## src/design/alu_pkg.sv

```systemverilog
// ##############################
// CGA ALU shared definitions
// Data width, microcode codes, status bit positions
// ##############################

package alu_pkg;

  localparam int DATA_W = 16;  // Internal bus and ALU width

  // R/S operand pairs, Z is zero and D is the cd input
  localparam logic [2:0] SRC_AQ = 3'd0;
  localparam logic [2:0] SRC_AB = 3'd1;
  localparam logic [2:0] SRC_ZQ = 3'd2;
  localparam logic [2:0] SRC_ZB = 3'd3;
  localparam logic [2:0] SRC_ZA = 3'd4;
  localparam logic [2:0] SRC_DA = 3'd5;
  localparam logic [2:0] SRC_DQ = 3'd6;
  localparam logic [2:0] SRC_DZ = 3'd7;

  // ALU functions
  localparam logic [2:0] FN_ADD   = 3'd0;  // R + S + cin
  localparam logic [2:0] FN_SUBR  = 3'd1;  // S - R
  localparam logic [2:0] FN_SUBS  = 3'd2;  // R - S
  localparam logic [2:0] FN_OR    = 3'd3;
  localparam logic [2:0] FN_AND   = 3'd4;
  localparam logic [2:0] FN_NOTRS = 3'd5;  // ~R & S
  localparam logic [2:0] FN_EXOR  = 3'd6;
  localparam logic [2:0] FN_EXNOR = 3'd7;

  // Destinations in the 2901 sense, D shifts toward bit 0
  localparam logic [2:0] DST_QREG  = 3'd0;
  localparam logic [2:0] DST_NOP   = 3'd1;
  localparam logic [2:0] DST_RAMA  = 3'd2;
  localparam logic [2:0] DST_RAMF  = 3'd3;
  localparam logic [2:0] DST_RAMQD = 3'd4;
  localparam logic [2:0] DST_RAMD  = 3'd5;
  localparam logic [2:0] DST_RAMQU = 3'd6;
  localparam logic [2:0] DST_RAMU  = 3'd7;

  // Carry-in select
  localparam logic [1:0] CIN_ZERO  = 2'd0;
  localparam logic [1:0] CIN_ONE   = 2'd1;
  localparam logic [1:0] CIN_CARRY = 2'd2;  // Stored C
  localparam logic [1:0] CIN_LINK  = 2'd3;  // Stored M

  // Shift fill select
  localparam logic [1:0] FILL_ZERO  = 2'd0;
  localparam logic [1:0] FILL_ONE   = 2'd1;
  localparam logic [1:0] FILL_CARRY = 2'd2;
  localparam logic [1:0] FILL_ROT   = 2'd3;  // Opposite end of same word

  // Internal data bus sources, 6 and 7 drive zero
  localparam logic [2:0] IDBS_F     = 3'd0;
  localparam logic [2:0] IDBS_Q     = 3'd1;
  localparam logic [2:0] IDBS_STS   = 3'd2;
  localparam logic [2:0] IDBS_EA    = 3'd3;
  localparam logic [2:0] IDBS_FIDBI = 3'd4;
  localparam logic [2:0] IDBS_SWAP  = 3'd5;

  // Status word layout
  localparam int STS_C      = 0;
  localparam int STS_O      = 1;
  localparam int STS_Z      = 2;
  localparam int STS_S      = 3;
  localparam int STS_M      = 4;  // Link
  localparam int STS_PIL_LO = 8;  // PIL in bits 11..8

endpackage

```

## src/design/alu_control.sv

```systemverilog
// ##############################
// ALU microcode decode
// Operand, function, carry, shift and Q controls
// ##############################

`timescale 1ns/1ps

module alu_control
  import alu_pkg::*;
(
  input  logic [8:0] csalui,    // Dest 8:6, function 5:3, source 2:0
  input  logic [1:0] cscinsel,
  input  logic [1:0] csmis,     // Shift fill
  input  logic       carry_flag,
  input  logic       link_flag,
  input  logic       f_lsb,
  input  logic       f_msb,
  input  logic       q_lsb,
  input  logic       q_msb,
  output logic [2:0] src_sel,
  output logic [2:0] fn_sel,
  output logic       cin,
  output logic       shift_dir, // 1 = up (left)
  output logic       shift_en,
  output logic       q_load,
  output logic       q_shift,
  output logic       rli,       // Enters rb bit 0 on up shift
  output logic       rri,       // Enters rb bit 15 on down shift
  output logic       qli,       // Enters q bit 0 on up shift
  output logic       qri,       // Enters q bit 15 on down shift
  output logic       bdest
);

  logic [2:0] dst;

  // Fill bit for one shifter end
  function automatic logic fill_bit(input logic [1:0] mode, input logic carry,
                                    input logic rot);
    logic bit_v;
    case (mode)
      FILL_ZERO:  bit_v = 1'b0;
      FILL_ONE:   bit_v = 1'b1;
      FILL_CARRY: bit_v = carry;
      default:    bit_v = rot;  // Rotate
    endcase
    return bit_v;
  endfunction

  assign src_sel = csalui[2:0];
  assign fn_sel  = csalui[5:3];
  assign dst     = csalui[8:6];

  // Shifting codes are 4..7, bit 1 gives the direction
  assign shift_dir = dst[1];

  always_comb begin
    shift_en = 1'b0;
    q_load   = 1'b0;
    q_shift  = 1'b0;
    bdest    = 1'b1;  // All RAM destinations
    case (dst)
      DST_QREG: begin
        q_load = 1'b1;
        bdest  = 1'b0;
      end
      DST_NOP:                bdest = 1'b0;
      DST_RAMQD, DST_RAMQU: begin
        shift_en = 1'b1;
        q_shift  = 1'b1;  // Double-length
      end
      DST_RAMD, DST_RAMU:     shift_en = 1'b1;
      default:                ;  // RAMA, RAMF pass F
    endcase
  end

  // Carry-in from the stored flags
  always_comb begin
    case (cscinsel)
      CIN_ZERO:  cin = 1'b0;
      CIN_ONE:   cin = 1'b1;
      CIN_CARRY: cin = carry_flag;
      default:   cin = link_flag;
    endcase
  end

  assign rli = fill_bit(csmis, carry_flag, f_msb);
  assign rri = fill_bit(csmis, carry_flag, f_lsb);
  assign qli = fill_bit(csmis, carry_flag, q_msb);
  assign qri = fill_bit(csmis, carry_flag, q_lsb);

endmodule

```

## src/design/alu_core.sv

```systemverilog
// ##############################
// ALU core
// Operand muxes, eight-function ALU, flags
// ##############################

`timescale 1ns/1ps

module alu_core
  import alu_pkg::*;
(
  input  logic [DATA_W-1:0] a,
  input  logic [DATA_W-1:0] b,
  input  logic [DATA_W-1:0] cd,
  input  logic [DATA_W-1:0] q,
  input  logic [2:0]        src_sel,
  input  logic [2:0]        fn_sel,
  input  logic              cin,
  output logic [DATA_W-1:0] f,
  output logic              cry,
  output logic              ovf,
  output logic              zf,
  output logic              sgr
);

  logic [DATA_W-1:0] r_op;   // R operand
  logic [DATA_W-1:0] s_op;   // S operand
  logic [DATA_W-1:0] add_x;  // Adder inputs after complement
  logic [DATA_W-1:0] add_y;
  logic [DATA_W:0]   sum;    // Carry out on top
  logic              arith;

  // Source pair decode
  always_comb begin
    r_op = '0;
    s_op = '0;
    case (src_sel)
      SRC_AQ: begin r_op = a;  s_op = q; end
      SRC_AB: begin r_op = a;  s_op = b; end
      SRC_ZQ: s_op = q;
      SRC_ZB: s_op = b;
      SRC_ZA: s_op = a;
      SRC_DA: begin r_op = cd; s_op = a; end
      SRC_DQ: begin r_op = cd; s_op = q; end
      default: r_op = cd;  // DZ
    endcase
  end

  assign arith = (fn_sel == FN_ADD) || (fn_sel == FN_SUBR) || (fn_sel == FN_SUBS);

  // Subtract is add of complement plus cin
  always_comb begin
    add_x = r_op;
    add_y = s_op;
    if (fn_sel == FN_SUBR) begin
      add_x = s_op;
      add_y = ~r_op;
    end else if (fn_sel == FN_SUBS) begin
      add_y = ~s_op;
    end
  end

  assign sum = {1'b0, add_x} + {1'b0, add_y} + {{DATA_W{1'b0}}, cin};

  always_comb begin
    case (fn_sel)
      FN_OR:    f = r_op | s_op;
      FN_AND:   f = r_op & s_op;
      FN_NOTRS: f = ~r_op & s_op;
      FN_EXOR:  f = r_op ^ s_op;
      FN_EXNOR: f = ~(r_op ^ s_op);
      default:  f = sum[DATA_W-1:0];  // Arithmetic
    endcase
  end

  assign cry = arith & sum[DATA_W];
  // Same-sign operands giving a different-sign result
  assign ovf = arith & (add_x[DATA_W-1] == add_y[DATA_W-1]) &
               (sum[DATA_W-1] != add_x[DATA_W-1]);
  assign zf  = (f == '0);
  assign sgr = f[DATA_W-1];

endmodule

```

## src/design/alu_outmux.sv

```systemverilog
// ##############################
// Internal data bus output mux
// Select held one cycle in a flop
// ##############################

`timescale 1ns/1ps

module alu_outmux
  import alu_pkg::*;
(
  input  logic              sysclk,
  input  logic              rst_n,
  input  logic [2:0]        csidbs,
  input  logic [DATA_W-1:0] f,
  input  logic [DATA_W-1:0] q,
  input  logic [DATA_W-1:0] sts,
  input  logic [DATA_W-1:0] ea,
  input  logic [DATA_W-1:0] fidbi,
  output logic [DATA_W-1:0] idb_out
);

  localparam int HALF = DATA_W / 2;

  logic [2:0]        sel_q;  // Registered bus select
  logic [DATA_W-1:0] swap;

  always_ff @(posedge sysclk) begin
    if (!rst_n)
      sel_q <= IDBS_F;  // F on bus after reset
    else
      sel_q <= csidbs;
  end

  // Byte exchange of F
  assign swap = {f[HALF-1:0], f[DATA_W-1:HALF]};

  always_comb begin
    case (sel_q)
      IDBS_F:     idb_out = f;
      IDBS_Q:     idb_out = q;
      IDBS_STS:   idb_out = sts;
      IDBS_EA:    idb_out = ea;
      IDBS_FIDBI: idb_out = fidbi;
      IDBS_SWAP:  idb_out = swap;
      default:    idb_out = '0;  // Codes 6, 7
    endcase
  end

endmodule

```

## src/design/alu_qshift.sv

```systemverilog
// ##############################
// Result shifter and Q register
// ##############################

`timescale 1ns/1ps

module alu_qshift
  import alu_pkg::*;
(
  input  logic              sysclk,
  input  logic              rst_n,
  input  logic [DATA_W-1:0] f,
  input  logic              shift_en,
  input  logic              shift_dir,  // 1 = up
  input  logic              rli,
  input  logic              rri,
  input  logic              q_load,
  input  logic              q_shift,
  input  logic              qli,
  input  logic              qri,
  output logic [DATA_W-1:0] rb,
  output logic [DATA_W-1:0] q,
  output logic              shift_out
);

  // Register bus result
  always_comb begin
    if (!shift_en)
      rb = f;
    else if (shift_dir)
      rb = {f[DATA_W-2:0], rli};  // Up
    else
      rb = {rri, f[DATA_W-1:1]};  // Down
  end

  // Bit leaving rb, goes to link
  assign shift_out = shift_dir ? f[DATA_W-1] : f[0];

  // Q register
  always_ff @(posedge sysclk) begin
    if (!rst_n) begin
      q <= '0;
    end else if (q_load) begin
      q <= f;
    end else if (q_shift) begin
      if (shift_dir)
        q <= {q[DATA_W-2:0], qli};
      else
        q <= {qri, q[DATA_W-1:1]};
    end
  end

endmodule

```

## src/design/alu_status.sv

```systemverilog
// ##############################
// Status register
// Flags C O Z S, link M, PIL
// ##############################

`timescale 1ns/1ps

module alu_status
  import alu_pkg::*;
(
  input  logic              sysclk,
  input  logic              rst_n,
  input  logic              ld_flags,
  input  logic              ld_pil,
  input  logic              cry,
  input  logic              ovf,
  input  logic              zf,
  input  logic              sgr,
  input  logic              shift_en,
  input  logic              shift_out,
  input  logic [3:0]        pil_in,
  output logic [DATA_W-1:0] sts
);

  logic       c_q;
  logic       o_q;
  logic       z_q;
  logic       s_q;
  logic       m_q;    // Link
  logic [3:0] pil_q;

  always_ff @(posedge sysclk) begin
    if (!rst_n) begin
      c_q   <= 1'b0;
      o_q   <= 1'b0;
      z_q   <= 1'b0;
      s_q   <= 1'b0;
      m_q   <= 1'b0;
      pil_q <= '0;
    end else begin
      if (ld_flags) begin
        c_q <= cry;
        o_q <= ovf;
        z_q <= zf;
        s_q <= sgr;
      end
      if (shift_en) m_q <= shift_out;  // Only on shift destinations
      if (ld_pil)   pil_q <= pil_in;
    end
  end

  // Pack the word, unused bits read zero
  always_comb begin
    sts                    = '0;
    sts[STS_C]             = c_q;
    sts[STS_O]             = o_q;
    sts[STS_Z]             = z_q;
    sts[STS_S]             = s_q;
    sts[STS_M]             = m_q;
    sts[STS_PIL_LO +: 4]   = pil_q;
  end

endmodule

```

## src/design/cga_alu.sv

```systemverilog
// ##############################
// CGA ALU top level
// Control, core, shifter, status, bus mux
// ##############################

`timescale 1ns/1ps

module cga_alu
  import alu_pkg::*;
(
  input  logic              sysclk,
  input  logic              rst_n,
  input  logic [DATA_W-1:0] a,
  input  logic [DATA_W-1:0] b,
  input  logic [DATA_W-1:0] cd,
  input  logic [8:0]        csalui,
  input  logic [1:0]        cscinsel,
  input  logic [1:0]        csmis,
  input  logic [2:0]        csidbs,
  input  logic [DATA_W-1:0] ea,
  input  logic [DATA_W-1:0] fidbi,
  input  logic              ld_flags,
  input  logic              ld_pil,
  output logic [DATA_W-1:0] f,
  output logic [DATA_W-1:0] rb,
  output logic              bdest,
  output logic              cry,
  output logic              ovf,
  output logic              zf,
  output logic              sgr,
  output logic [DATA_W-1:0] sts,
  output logic [3:0]        pil,
  output logic [DATA_W-1:0] q,
  output logic [DATA_W-1:0] idb_out
);

  logic [2:0] src_sel;
  logic [2:0] fn_sel;
  logic       cin;
  logic       shift_dir;
  logic       shift_en;
  logic       q_load;
  logic       q_shift;
  logic       rli, rri;   // rb fills
  logic       qli, qri;   // Q fills
  logic       shift_out;

  assign pil = sts[STS_PIL_LO +: 4];

  alu_control u_control (
    .csalui(csalui), .cscinsel(cscinsel), .csmis(csmis),
    .carry_flag(sts[STS_C]), .link_flag(sts[STS_M]),
    .f_lsb(f[0]), .f_msb(f[DATA_W-1]), .q_lsb(q[0]), .q_msb(q[DATA_W-1]),
    .src_sel(src_sel), .fn_sel(fn_sel), .cin(cin),
    .shift_dir(shift_dir), .shift_en(shift_en), .q_load(q_load), .q_shift(q_shift),
    .rli(rli), .rri(rri), .qli(qli), .qri(qri), .bdest(bdest)
  );

  alu_core u_core (
    .a(a), .b(b), .cd(cd), .q(q),
    .src_sel(src_sel), .fn_sel(fn_sel), .cin(cin),
    .f(f), .cry(cry), .ovf(ovf), .zf(zf), .sgr(sgr)
  );

  alu_qshift u_qshift (
    .sysclk(sysclk), .rst_n(rst_n), .f(f),
    .shift_en(shift_en), .shift_dir(shift_dir), .rli(rli), .rri(rri),
    .q_load(q_load), .q_shift(q_shift), .qli(qli), .qri(qri),
    .rb(rb), .q(q), .shift_out(shift_out)
  );

  // PIL loads from the current bus low nibble
  alu_status u_status (
    .sysclk(sysclk), .rst_n(rst_n), .ld_flags(ld_flags), .ld_pil(ld_pil),
    .cry(cry), .ovf(ovf), .zf(zf), .sgr(sgr),
    .shift_en(shift_en), .shift_out(shift_out), .pil_in(idb_out[3:0]),
    .sts(sts)
  );

  alu_outmux u_outmux (
    .sysclk(sysclk), .rst_n(rst_n), .csidbs(csidbs),
    .f(f), .q(q), .sts(sts), .ea(ea), .fidbi(fidbi),
    .idb_out(idb_out)
  );

endmodule

```

## config.mk

```make
export PLATFORM = sky130hd
export DESIGN_NAME = cga_alu
export DESIGN_NICKNAME = d
export VERILOG_FILES = /design/src/design/alu_pkg.sv /design/src/design/alu_control.sv /design/src/design/alu_core.sv /design/src/design/alu_outmux.sv /design/src/design/alu_qshift.sv /design/src/design/alu_status.sv /design/src/design/cga_alu.sv
export SDC_FILE = /design/constraint.sdc
export NUM_CORES = 1
export LEC_CHECK = 0
export BUFFER_PORTS_ARGS = -buffer_cell sky130_fd_sc_hd__buf_2
export CAP_MARGIN = 20
export CORE_MARGIN = 2
export CORE_UTILIZATION = 40
export CTS_CLUSTER_DIAMETER = 150
export DETAILED_ROUTE_END_ITERATION = 12
export GPL_TIMING_DRIVEN = 0
export PLACE_DENSITY = 0.69
export REMOVE_ABC_BUFFERS = 1
export SLEW_MARGIN = 20
export SYNTH_ARGS = -nofsm -noshare
export SYNTH_HDL_FRONTEND = slang
export SYNTH_SLANG_ARGS = --single-unit
```

## constraint.sdc

```tcl
create_clock -name sysclk -period 7.3 [get_ports sysclk]
set_input_delay 1.46 -clock sysclk [delete_from_list [all_inputs] [get_ports sysclk]]
set_output_delay 1.46 -clock sysclk [all_outputs]
set_load 0.005 [all_outputs]
```

==> results of run 1 <==
-- logic make-up (layout without fill, tap and decap cells) --
| family | Yosys count | in the layout | synth area share (%) |
|---|---|---|---|
| AO/OA/AOI/OAI | 282 | 282 | 35.8 |
| AND/OR/NAND/NOR | 180 | 180 | 16.4 |
| buffers and inverters | 115 | 240 | 10.3 |
| multiplexers | 50 | 50 | 11.3 |
| XOR/XNOR | 49 | 49 | 7.95 |
| adder cells (fa/ha/maj) | 33 | 33 | 7.93 |
| flip-flops | 28 | 28 | 10.4 |
| other | 1 | 7 | 0.0695 |
-- power by group through the flow --
stage	logic (µW)	registers (µW)	clock network (µW)
2_1_floorplan	421	185	0
3_3_place_gp	649	194	0
3_5_place_dp	658	194	0
4_1_cts	671	191	170
5_1_grt	764	193	174
6_report	693	191	168
-- flip-flops by register name, indices dropped and copies added, names as in the netlist --
register	cells
u_status.c_q	1
u_outmux.sel_q	3
u_status.pil_q	4
u_qshift.q	16
u_status.s_q	1
u_status.z_q	1
u_status.o_q	1
u_status.m_q	1
-- path summary, 6_finish.rpt --
check        cells after the start                         to
max                             20                 idb_out[8]
min                              2  u_status.s_q$_SDFFE_PN0P_
max reg2reg                     16  u_status.z_q$_SDFFE_PN0P_
min reg2reg                      2  u_status.s_q$_SDFFE_PN0P_
-- tightest hold or removal path, stage by stage, from the launching register on --
cell	delay, ps
dfxtp_1	340
mux2i_1	80
nor2b_1	100
-- cell type report --
class / instances / area [µm²] / share of cell area, %
tap: 176 / 220 / 3.40
timing repair buffer: 197 / 1040 / 16.1
clock buffer: 3 / 75.1 / 1.16
multi-input combinational: 601 / 4390 / 67.9
inverter: 39 / 146 / 2.26
sequential: 28 / 563 / 8.70
clock inverter: 1 / 30.0 / 0.464
-- stage by stage --
stage               utilization (%)  hold slack [ps]  instances  instance area [µm²]  total power [µW]
global route                   49.1              568       1045                 6470              1130
global placement               46.5              520       1025                 6140               843
floorplan                         -              501        668                 5010               606
CTS                            48.3              546       1037                 6370              1030
finish                         49.1              552       1045                 6470              1050
detailed placement             46.9              528       1027                 6180               853
-- placed cells by master (no fill, tap or decap), types with 7 or more instances in the layout --
cell type,instances
buf_2,178
a21oi_1,76
nor2_1,64
o21ai_0,46
nand2_1,40
inv_1,38
mux2i_1,35
ha_1,31
xor2_1,27
dfxtp_1,26
a22oi_1,23
xnor2_1,22
o22ai_1,15
a21o_1,14
buf_4,14
o221ai_1,12
a22o_1,12
nor3_1,12
and2_1,9
nand3b_1,8
mux4_2,8
o21bai_1,7
a31oi_1,7
nand2b_1,7
a221o_1,7
mux2_2,7
conb_1,7
-- per-layer routing --
metal / global-route usage [%] / vias up / part of all wire [%]
li1: - / 2991 / -
met1: 38.8 / 2888 / 45
met2: 42.5 / 298 / 45
met3: 4.25 / 21 / 8.7
met4: 5.29 / 0 / 1.6
met5: 0 / - / 0
-- repair_timing --
action / CTS / global route
buffers inserted: 6 / 8
hold endpoints to repair: 0 / 0
pin swaps: 3 / 3
setup endpoints to repair: 36 / 22
gates resized for setup: 7 / 11
==> flow_summary_export.csv, run 1 <==
group,metric,value,unit
sta,fin_crit_sh,96.8,%
synthesis,async_flop_share,0,%
critical_path,path_buf_inv,5,
cells_and_area,n_antenna_cell,0,
cts,path_clk_slew,80,ps
critical_path,crit_required,5840,ps
critical_path,worstPathCellList,"buf_2 -> nor2b_4 -> nor2_4 -> a222oi_1 -> buf_4 -> xor2_1 -> a21oi_1 -> fa_1 -> inv_1 -> fa_1 -> nand2b_1 -> a21oi_1 -> o22a_1 -> xor2_1 -> o21ai_1 -> inv_1 -> mux4_2 -> nand2b_1 -> o21ai_0 -> buf_2",
floorplanning,initial_utilization,40.9,%
global_route,grt_pass1_wl,31400,µm
place,portBuffers,181,
floorplanning,die_area,14400,µm²
global_route,grt_max_degree,49,
synthesis,yosysTopAreaCellShare,10.4,%
route,avgRoutedWirePerCell,19.1,µm
synthesis,yosys_warnings,0,
cells_and_area,nFillCells,1368,
sta,tightest_slew,1000,ps
floorplanning,num_rows,42,
critical_path,start_kind,"input pin",
cells_and_area,final_nets,1003,
power,p_seq_share,18.2,%
critical_path,r2r_slack,3320,ps
global_route,grt_pass1_vias,5855,
synthesis,yosysTopAreaCell,"dfxtp_1",
cts,h-tree-depth,1,
floorplanning,die_h,120,µm
min_path,min-delay-start,"u_status.s_q$_SDFFE_PN0P_",
floorplanning,dieWidth,120,µm
route,via_count,6198,
power,clockPowerShare,15.9,%
sta,skew,5.27,ps
route,viasPerCell,5.93,
sta,slew_violations,0,
global_route,antenna_found_initial,0,
place,hpwl,15000,µm
critical_path,path_class,"input pin to primary output",
power,peakVddDrop,0.100,mV
floorplanning,core_region_area,13200,µm²
cts,cts_tree,"built",
cts,clock-sinks,28,
global_route,track_usage,26.9,%
critical_path,crit_start,"csalui[2]",
status,status,"finished, final reports clean",
route,drt_pass1_iterations,5,
cts,clockRootBuffer,"clkbuf_16",
cts,cts_buffer_depth,2,
sta,max_freq,142,MHz
sta,max-slew-margin-rel,32.8,%
sta,setup_viol_count_final,0,
power,power.leakage,0.00296,µW
critical_path,worstReg2RegStart,"u_qshift.q[0]$_SDFFE_PN0P_",
critical_path,slowest_delay,480,ps
power,p_sw_share,45.8,%
critical_path,cp-end-kind,"primary output",
synthesis,synthFlopType,"dfxtp_1",
sta,rsz0062_at_grt,"false",
power,p_int,570,µW
global_route,grt-ovfl-total,0,
synthesis,post-synth-top-count-cell,"a21oi_1",
synthesis,ys_ff_latch,28,
sta,worst_slack,234,ps
power,p_sw,482,µW
synthesis,avgSynthCellArea,7.32,µm²
power,p_per_area,163,nW/µm²
route,drtAntennaViolNets,0,
synthesis,synth_common_cells,"a21oi_1 (78), nor2_1 (66), o21ai_0 (46)",
synthesis,synthTopCellsByArea,"dfxtp_1 (10%), a21oi_1 (7.2%), ha_1 (7.2%)",
synthesis,yosysSeqAreaShare,10.4,%
synthesis,synth_edf_count,0,
synthesis,synth_cell_types,76,
route,finalWirelength,20000,µm
place,place.gp.congestion,0.942,
critical_path,slowest_stage,"mux4_2",
sta,final.setup.tns,0,ps
flow_run,drv_cap,0,
cts,clk_latency,270,ps
synthesis,synth_area,5400,µm²
synthesis,synth_cells,738,
cells_and_area,areaGrowthSynthToFinish,19.9,%
power,power_frac_comb,65.9,%
floorplanning,io-pin-count,189,
cts,cts_hold_buf,0,
route,drtIter0Drc,644,
route,drcViolationCount,0,
sta,hold_viol,0,
critical_path,cp_max_fo,10,
cells_and_area,drive_above_1_share,28.4,%
critical_path,arrival,5610,ps
place,dpl_worst_slack,-657,ps
sta,period_minus_slack,7070,ps
min_path,hold_path.class,"register to register",
cts,cts_inserted_buffers,3,
critical_path,cp_top_family,"compound AO/OA/AOI/OAI gates",
(Power assumes the default switching activity.)
==> run 2, diff against run 1 <==
--- a/config.mk
+++ b/config.mk
@@ -7,6 +7,7 @@
 export LEC_CHECK = 0
 export BUFFER_PORTS_ARGS = -buffer_cell sky130_fd_sc_hd__buf_2
 export CAP_MARGIN = 20
+export CORE_ASPECT_RATIO = 1.5
 export CORE_MARGIN = 2
 export CORE_UTILIZATION = 40
 export CTS_CLUSTER_DIAMETER = 150
@@ -17,4 +18,5 @@
 export SLEW_MARGIN = 20
 export SYNTH_ARGS = -nofsm -noshare
 export SYNTH_HDL_FRONTEND = slang
+export SYNTH_HIERARCHICAL = 1
 export SYNTH_SLANG_ARGS = --single-unit
==> flow_summary_export.csv, run 2 <==
group,metric,value,unit
status,status,"finished, final reports clean",
synthesis,yosysSeqAreaShare,9.86,%
power,clockPowerShare,16.6,%
sta,hold_viol,0,
global_route,grt_pass1_wl,30500,µm
critical_path,slowest_stage,"a2111o_1",
global_route,grt-ovfl-total,0,
synthesis,yosys_warnings,6,
critical_path,path_class,"input pin to primary output",
power,p_sw_share,44.7,%
cts,cts_inserted_buffers,3,
place,hpwl,15200,µm
cells_and_area,stdcell_count,1018,
floorplanning,io-pin-count,189,
cells_and_area,drive_above_1_share,32.7,%
critical_path,start_kind,"input pin",
global_route,grt_pass1_vias,5893,
power,peakVddDrop,0.116,mV
cts,clock-sinks,28,
cells_and_area,areaGrowthSynthToFinish,18.6,%
route,finalWirelength,20300,µm
synthesis,avgSynthCellArea,7.90,µm²
sta,skew,4.01,ps
global_route,antenna_found_initial,0,
floorplanning,die_h,150,µm
global_route,grt.met3_usage,3.04,%
route,viasPerCell,6.10,
place,place.gp.congestion,0.944,
route,via_count,6213,
route,drtIter0Drc,381,
synthesis,post-synth-top-count-cell,"mux2i_1",
sta,setup_viol_count_final,0,
critical_path,arrival,5630,ps
cells_and_area,final_nets,987,
cells_and_area,layout_common_cells,"buf_2 (180), mux2i_1 (77), nor2_1 (57), a21oi_1 (53), xor2_1 (39)",
cts,cts_buffer_depth,2,
synthesis,synth-compound-area-share,28.5,%
synthesis,yosys.area_share.simple,18.1,%
power,p_seq_share,18.2,%
cts,path_clk_slew,70,ps
place,portBuffers,181,
flow_run,drv_cap,0,
floorplanning,die_area,15200,µm²
sta,max_freq,141,MHz
sta,fin_crit_sh,97.2,%
global_route,use_met2,46.7,%
sta,tightest_slew,1120,ps
synthesis,synth_cell_types,73,
synthesis,synth_edf_count,0,
sta,slew_violations,0,
route,drt_pass1_iterations,6,
synthesis,synth_top_family_by_area,"compound AO/OA/AOI/OAI gates",
synthesis,synth_cells,720,
synthesis,ys_ff_latch,28,
power,p_int,555,µW
route,drcViolationCount,0,
global_route,grt_max_degree,47,
cts,cts_tree,"built",
global_route,track_usage,25.2,%
sta,rsz0062_at_grt,"false",
global_route,top_usage_layer,"met2",
floorplanning,dieWidth,101,µm
critical_path,cp_max_fo,12,
critical_path,cp-end-kind,"primary output",
power,power_frac_comb,65.1,%
global_route,use_met1,27.5,%
route,drtAntennaViolNets,0,
synthesis,synth_xor_area_share,7.39,%
synthesis,synthFlopType,"dfxtp_1",
cells_and_area,n_antenna_cell,0,
critical_path,worstPathCellList,"buf_2 -> nor2b_4 -> buf_4 -> a222oi_1 -> buf_4 -> xor2_1 -> nor2_1 -> a21o_1 -> ha_1 -> a211oi_1 -> o21bai_1 -> a2111o_1 -> and3_1 -> xor2_1 -> a2111oi_2 -> nand4b_1 -> nor4b_4 -> buf_2",
floorplanning,num_rows,53,
synthesis,synth_area,5690,µm²
power,power,1000,µW
place,dp_cells,997,
synthesis,yosysTopAreaCell,"mux2i_1",
power,power.leakage,0.00303,µW
power,p_sw,449,µW
synthesis,synth_fa_ha_area_share,7.52,%
floorplanning,core_region_area,13900,µm²
critical_path,slowest_delay,440,ps
cells_and_area,final_common_cell,"buf_2",
cells_and_area,largestRegisters,"u_qshift/q: 16 flops, u_status/pil_q: 4 flops, u_outmux/sel_q: 3 flops",
synthesis,async_flop_share,0,%
synthesis,synthTopCellsByArea,"mux2i_1 (14%), dfxtp_1 (9.9%), ha_1 (6.8%)",
cells_and_area,regMostFlops,"u_qshift/q",
cts,clockRootBuffer,"clkbuf_16",
min_path,hold_path.class,"register to register",
sta,worst_slack,207,ps
floorplanning,initial_utilization,40.8,%
synthesis,yosys-mux-area-fraction,17.8,%
synthesis,synth_common_cells,"mux2i_1 (77), nor2_1 (58), a21oi_1 (57)",
sta,period_minus_slack,7090,ps
place,dpl_worst_slack,-1320,ps
power,p_per_area,149,nW/µm²
cells_and_area,largest_reg_flops,16,
synthesis,yosysTopAreaCellShare,13.6,%
sta,max-slew-margin-rel,24.8,%
route,avgRoutedWirePerCell,19.9,µm
cts,clk_latency,270,ps
cts,h-tree-depth,1,
critical_path,crit_required,5840,ps
## run 2: stage by stage
stage	util, %	hold slack (ps)	TNS, ps	instance area, µm²
finish	48.4	558	0	6750
global route	48.4	605	0	6750
CTS	47.5	557	0	6610
detailed placement	45.8	544	-26890	6380
global placement	45.0	533	-60670	6270
floorplan	-	524	0	5150
## run 2: cell type report
type | instances | area (µm²)
repair buffers | 204 | 1120
flip-flops and latches | 28 | 562
well taps | 165 | 206
multi-input cells | 602 | 4700
inverters | 15 | 56.3
clock buffers | 3 | 75.1
clock inverters | 1 | 30.0
fillers | 1427 | 7180
## run 2: logic make-up after synthesis
group | Yosys count
compound gates | 216
simple gates | 200
mux | 98
buf+inv | 96
xor+xnor | 48
fa+ha+maj | 33
flops | 28
other cells | 1
## run 2: per-layer routing
metal / vias to the layer above / share of wire, %
met5: - / 0
met4: 0 / 4.2
met3: 57 / 6.5
met2: 287 / 52
met1: 2916 / 38
li1: 2953 / -
## run 2: power by group through the flow
stage	Sequential, µW	Clock [µW]	Combinational (µW)
6_report	183	167	654
5_1_grt	184	175	712
4_1_cts	182	171	622
3_5_place_dp	186	0	608
3_3_place_gp	188	0	588
2_1_floorplan	180	0	379
## run 2: worst paths after layout
kind	slack [ps]	depth (start not counted)	startpoint	to
worst max-delay path	210	18	csalui[2]	zf
worst min-delay path	560	2	u_status/pil_q[0]$_SDFFE_PN0P_	u_status/pil_q[0]$_SDFFE_PN0P_
worst max register to register	3140	15	u_qshift/q[0]$_SDFFE_PN0P_	u_status/z_q$_SDFFE_PN0P_
worst min register to register	560	2	u_status/pil_q[0]$_SDFFE_PN0P_	u_status/pil_q[0]$_SDFFE_PN0P_
## run 2: worst max-delay path, delay by kind of cell
kind / cells / cell delay, ps
AOI/OAI and AO/OA: 6 / 1870
and+or+nand+nor: 5 / 910
buffers and inverters: 4 / 790
xor gates and xnor gates: 2 / 310
adders and majority gates: 1 / 290
## run 2: timing repair
item,in CTS,in global routing
endpoints found under the setup margin,44,21
buffers inserted,10,7
hold buffers,0,0
pin swaps,4,5
gates resized for setup,11,17
==> run 3, diff against run 2 <==
--- a/config.mk
+++ b/config.mk
@@ -5,6 +5,7 @@
 export SDC_FILE = /design/constraint.sdc
 export NUM_CORES = 1
 export LEC_CHECK = 0
+export ABC_AREA = 1
 export BUFFER_PORTS_ARGS = -buffer_cell sky130_fd_sc_hd__buf_2
 export CAP_MARGIN = 20
 export CORE_ASPECT_RATIO = 1.5
@@ -18,5 +19,4 @@
 export SLEW_MARGIN = 20
 export SYNTH_ARGS = -nofsm -noshare
 export SYNTH_HDL_FRONTEND = slang
-export SYNTH_HIERARCHICAL = 1
 export SYNTH_SLANG_ARGS = --single-unit
==> flow_summary_export.csv, run 3 <==
group,metric,value,unit
sta,fin_crit_sh,94.6,%
place,place.gp.congestion,0.985,
cells_and_area,stdcell_count,1347,
cells_and_area,n_antenna_cell,0,
min_path,hold_path.class,"register to register",
floorplanning,core_region_area,13400,µm²
global_route,grt_pass1_vias,6911,
cells_and_area,drive_above_1_share,18.3,%
sta,slew_violations,0,
sta,holdWs,486,ps
synthesis,synthFlopType,"dfxtp_1",
critical_path,crit_required,5840,ps
cts,h-tree-depth,1,
synthesis,synth_area,5460,µm²
sta,period_minus_slack,6900,ps
critical_path,path_class,"input pin to primary output",
synthesis,synthTopCellsByArea,"nand2_1 (24%), dfxtp_1 (10%), inv_1 (9.6%)",
critical_path,cp-end-kind,"primary output",
route,drtAntennaViolNets,0,
global_route,grt_max_degree,36,
cells_and_area,areaGrowthSynthToFinish,17.9,%
synthesis,synth_cells,1046,
place,postPlaceCellArea,6330,µm²
power,power_frac_comb,65.2,%
synthesis,yosys_warnings,0,
power,p_seq_share,19.8,%
global_route,track_usage,30.2,%
cts,clock-sinks,28,
critical_path,arrival,5440,ps
place,portBuffers,181,
cts,cts_tree,"built",
synthesis,yosysTopAreaCell,"nand2_1",
synthesis,synth_common_cells,"nand2_1 (348), inv_1 (139), o21ai_0 (96)",
floorplanning,die_h,147,µm
floorplanning,num_rows,52,
cts,cts_inserted_buffers,3,
power,power.leakage,0.00355,µW
place,hpwl,18400,µm
cells_and_area,largest_reg_flops,16,
power,peakVddDrop,0.0827,mV
route,finalWirelength,23100,µm
route,drcViolationCount,0,
route,avgRoutedWirePerCell,17.1,µm
cells_and_area,largestRegisters,"u_qshift.q: 16 flops, u_status.pil_q: 4 flops, u_outmux.sel_q: 3 flops",
sta,skew,3.14,ps
synthesis,async_flop_share,0,%
critical_path,cp_max_fo,16,
sta,max_freq,145,MHz
place,dp_cells,1342,
route,viasPerCell,5.51,
power,p_sw,474,µW
sta,setup_viol_count_final,0,
synthesis,yosysSeqAreaShare,10.3,%
sta,max-slew-margin-rel,24.3,%
sta,hold_viol,0,
cells_and_area,final_cell_area,6430,µm²
global_route,grt-ovfl-total,0,
critical_path,start_kind,"input pin",
critical_path,r2r_slack,3930,ps
floorplanning,io-pin-count,189,
route,drtIter0Drc,382,
synthesis,synth_edf_count,0,
synthesis,avgSynthCellArea,5.22,µm²
cells_and_area,final_common_cell,"nand2_1",
cts,cts_buffer_depth,2,
power,p_int,461,µW
cts,path_clk_slew,70,ps
route,via_count,7421,
power,p_per_area,145,nW/µm²
synthesis,synth_cell_types,39,
power,clockPowerShare,15.0,%
cts,clk_latency,270,ps
global_route,grt_pass1_wl,35100,µm
sta,tightest_slew,1130,ps
floorplanning,die_area,14600,µm²
power,power,935,µW
synthesis,ys_ff_latch,28,
sta,rsz0062_at_grt,"false",
floorplanning,initial_utilization,40.7,%
synthesis,post-synth-top-count-cell,"nand2_1",
cells_and_area,final_nets,1319,
flow_run,drv_cap,0,
floorplanning,dieWidth,99.4,µm
cells_and_area,layout_common_cells,"nand2_1 (348), buf_2 (181), inv_1 (139), o21ai_0 (96), nand3_1 (86)",
cts,cts_hold_buf,0,
global_route,antenna_found_initial,0,
cells_and_area,regMostFlops,"u_qshift.q",
status,status,"finished, final reports clean",
synthesis,yosysTopAreaCellShare,23.9,%
cells_and_area,fin_util,48.0,%
route,drt_pass1_iterations,7,
cts,clockRootBuffer,"clkbuf_16",
power,p_sw_share,50.7,%
[run 3: logic make-up after synthesis]
family,share of synthesized area (%)
compound gates,22.5
xor+xnor,2.57
fa+ha+maj,7.84
buf+inv,16.0
flops,10.3
other cells,0.0687
simple gates,40.7
[run 3: through the flow]
step	TNS (ps)	worst slack, ps
6_report	0	396
5_1_grt	0	74.7
4_1_cts	0	30.7
3_5_place_dp	0	42.6
3_3_place_gp	-121350	-2500
2_1_floorplan	-4440	-330
[run 3: timing repair]
action | in CTS | in global routing
resized for setup | 0 | 2
buffers inserted | 0 | 0
endpoints found under the setup margin | 0 | 21
[run 3: cell type report]
| class | count | area [µm²] |
|---|---|---|
| multi-input combinational | 817 | 4070 |
| timing repair inverter | 1 | 5.00 |
| tap | 162 | 203 |
| clock buffer | 4 | 88.8 |
| inverter | 150 | 567 |
| sequential | 28 | 561 |
| fill | 1556 | 6970 |
| timing repair buffer | 185 | 943 |
[run 3: layer usage]
metal | global-route usage, % | routed length, µm
met2 | 54.9 | 11500
met5 | 0 | 0
met4 | 19.2 | 1610
met3 | 3.90 | 1750
met1 | 32.1 | 8260
[run 3: critical path, cell delays in order]
cell and delay [ps]:
buf_2 180, nor3_2 590, inv_2 400, xor2_1 260, a21oi_1 180, fa_1 250
inv_1 80, fa_1 460, inv_1 130, nand2_1 80, nand2_1 150, nand2_1 120
nand2_1 80, nand2_1 50, nand2_1 50, nand2_1 60, nand2_1 390, o21ai_0 140
o22ai_1 180, buf_2 150
[run 3: path summary, 6_finish.rpt]
| path | from | to | cells after the start |
|---|---|---|---|
| hold / removal | u_status.m_q$_SDFFE_PN0N_ | u_status.m_q$_SDFFE_PN0N_ | 2 |
| setup / recovery | csalui[5] | rb[13] | 20 |
| setup reg to reg | u_status.c_q$_SDFFE_PN0P_ | u_status.z_q$_SDFFE_PN0P_ | 16 |
| hold reg to reg | u_status.m_q$_SDFFE_PN0N_ | u_status.m_q$_SDFFE_PN0N_ | 2 |
[run 3: power by group through the flow]
| stage | clock, µW | sequential [µW] | combinational [µW] |
|---|---|---|---|
| 3_3_place_gp | 0 | 188 | 590 |
| 3_5_place_dp | 0 | 187 | 599 |
| 2_1_floorplan | 0 | 180 | 368 |
| 4_1_cts | 142 | 184 | 601 |
| 6_report | 140 | 185 | 610 |
| 5_1_grt | 146 | 185 | 680 |
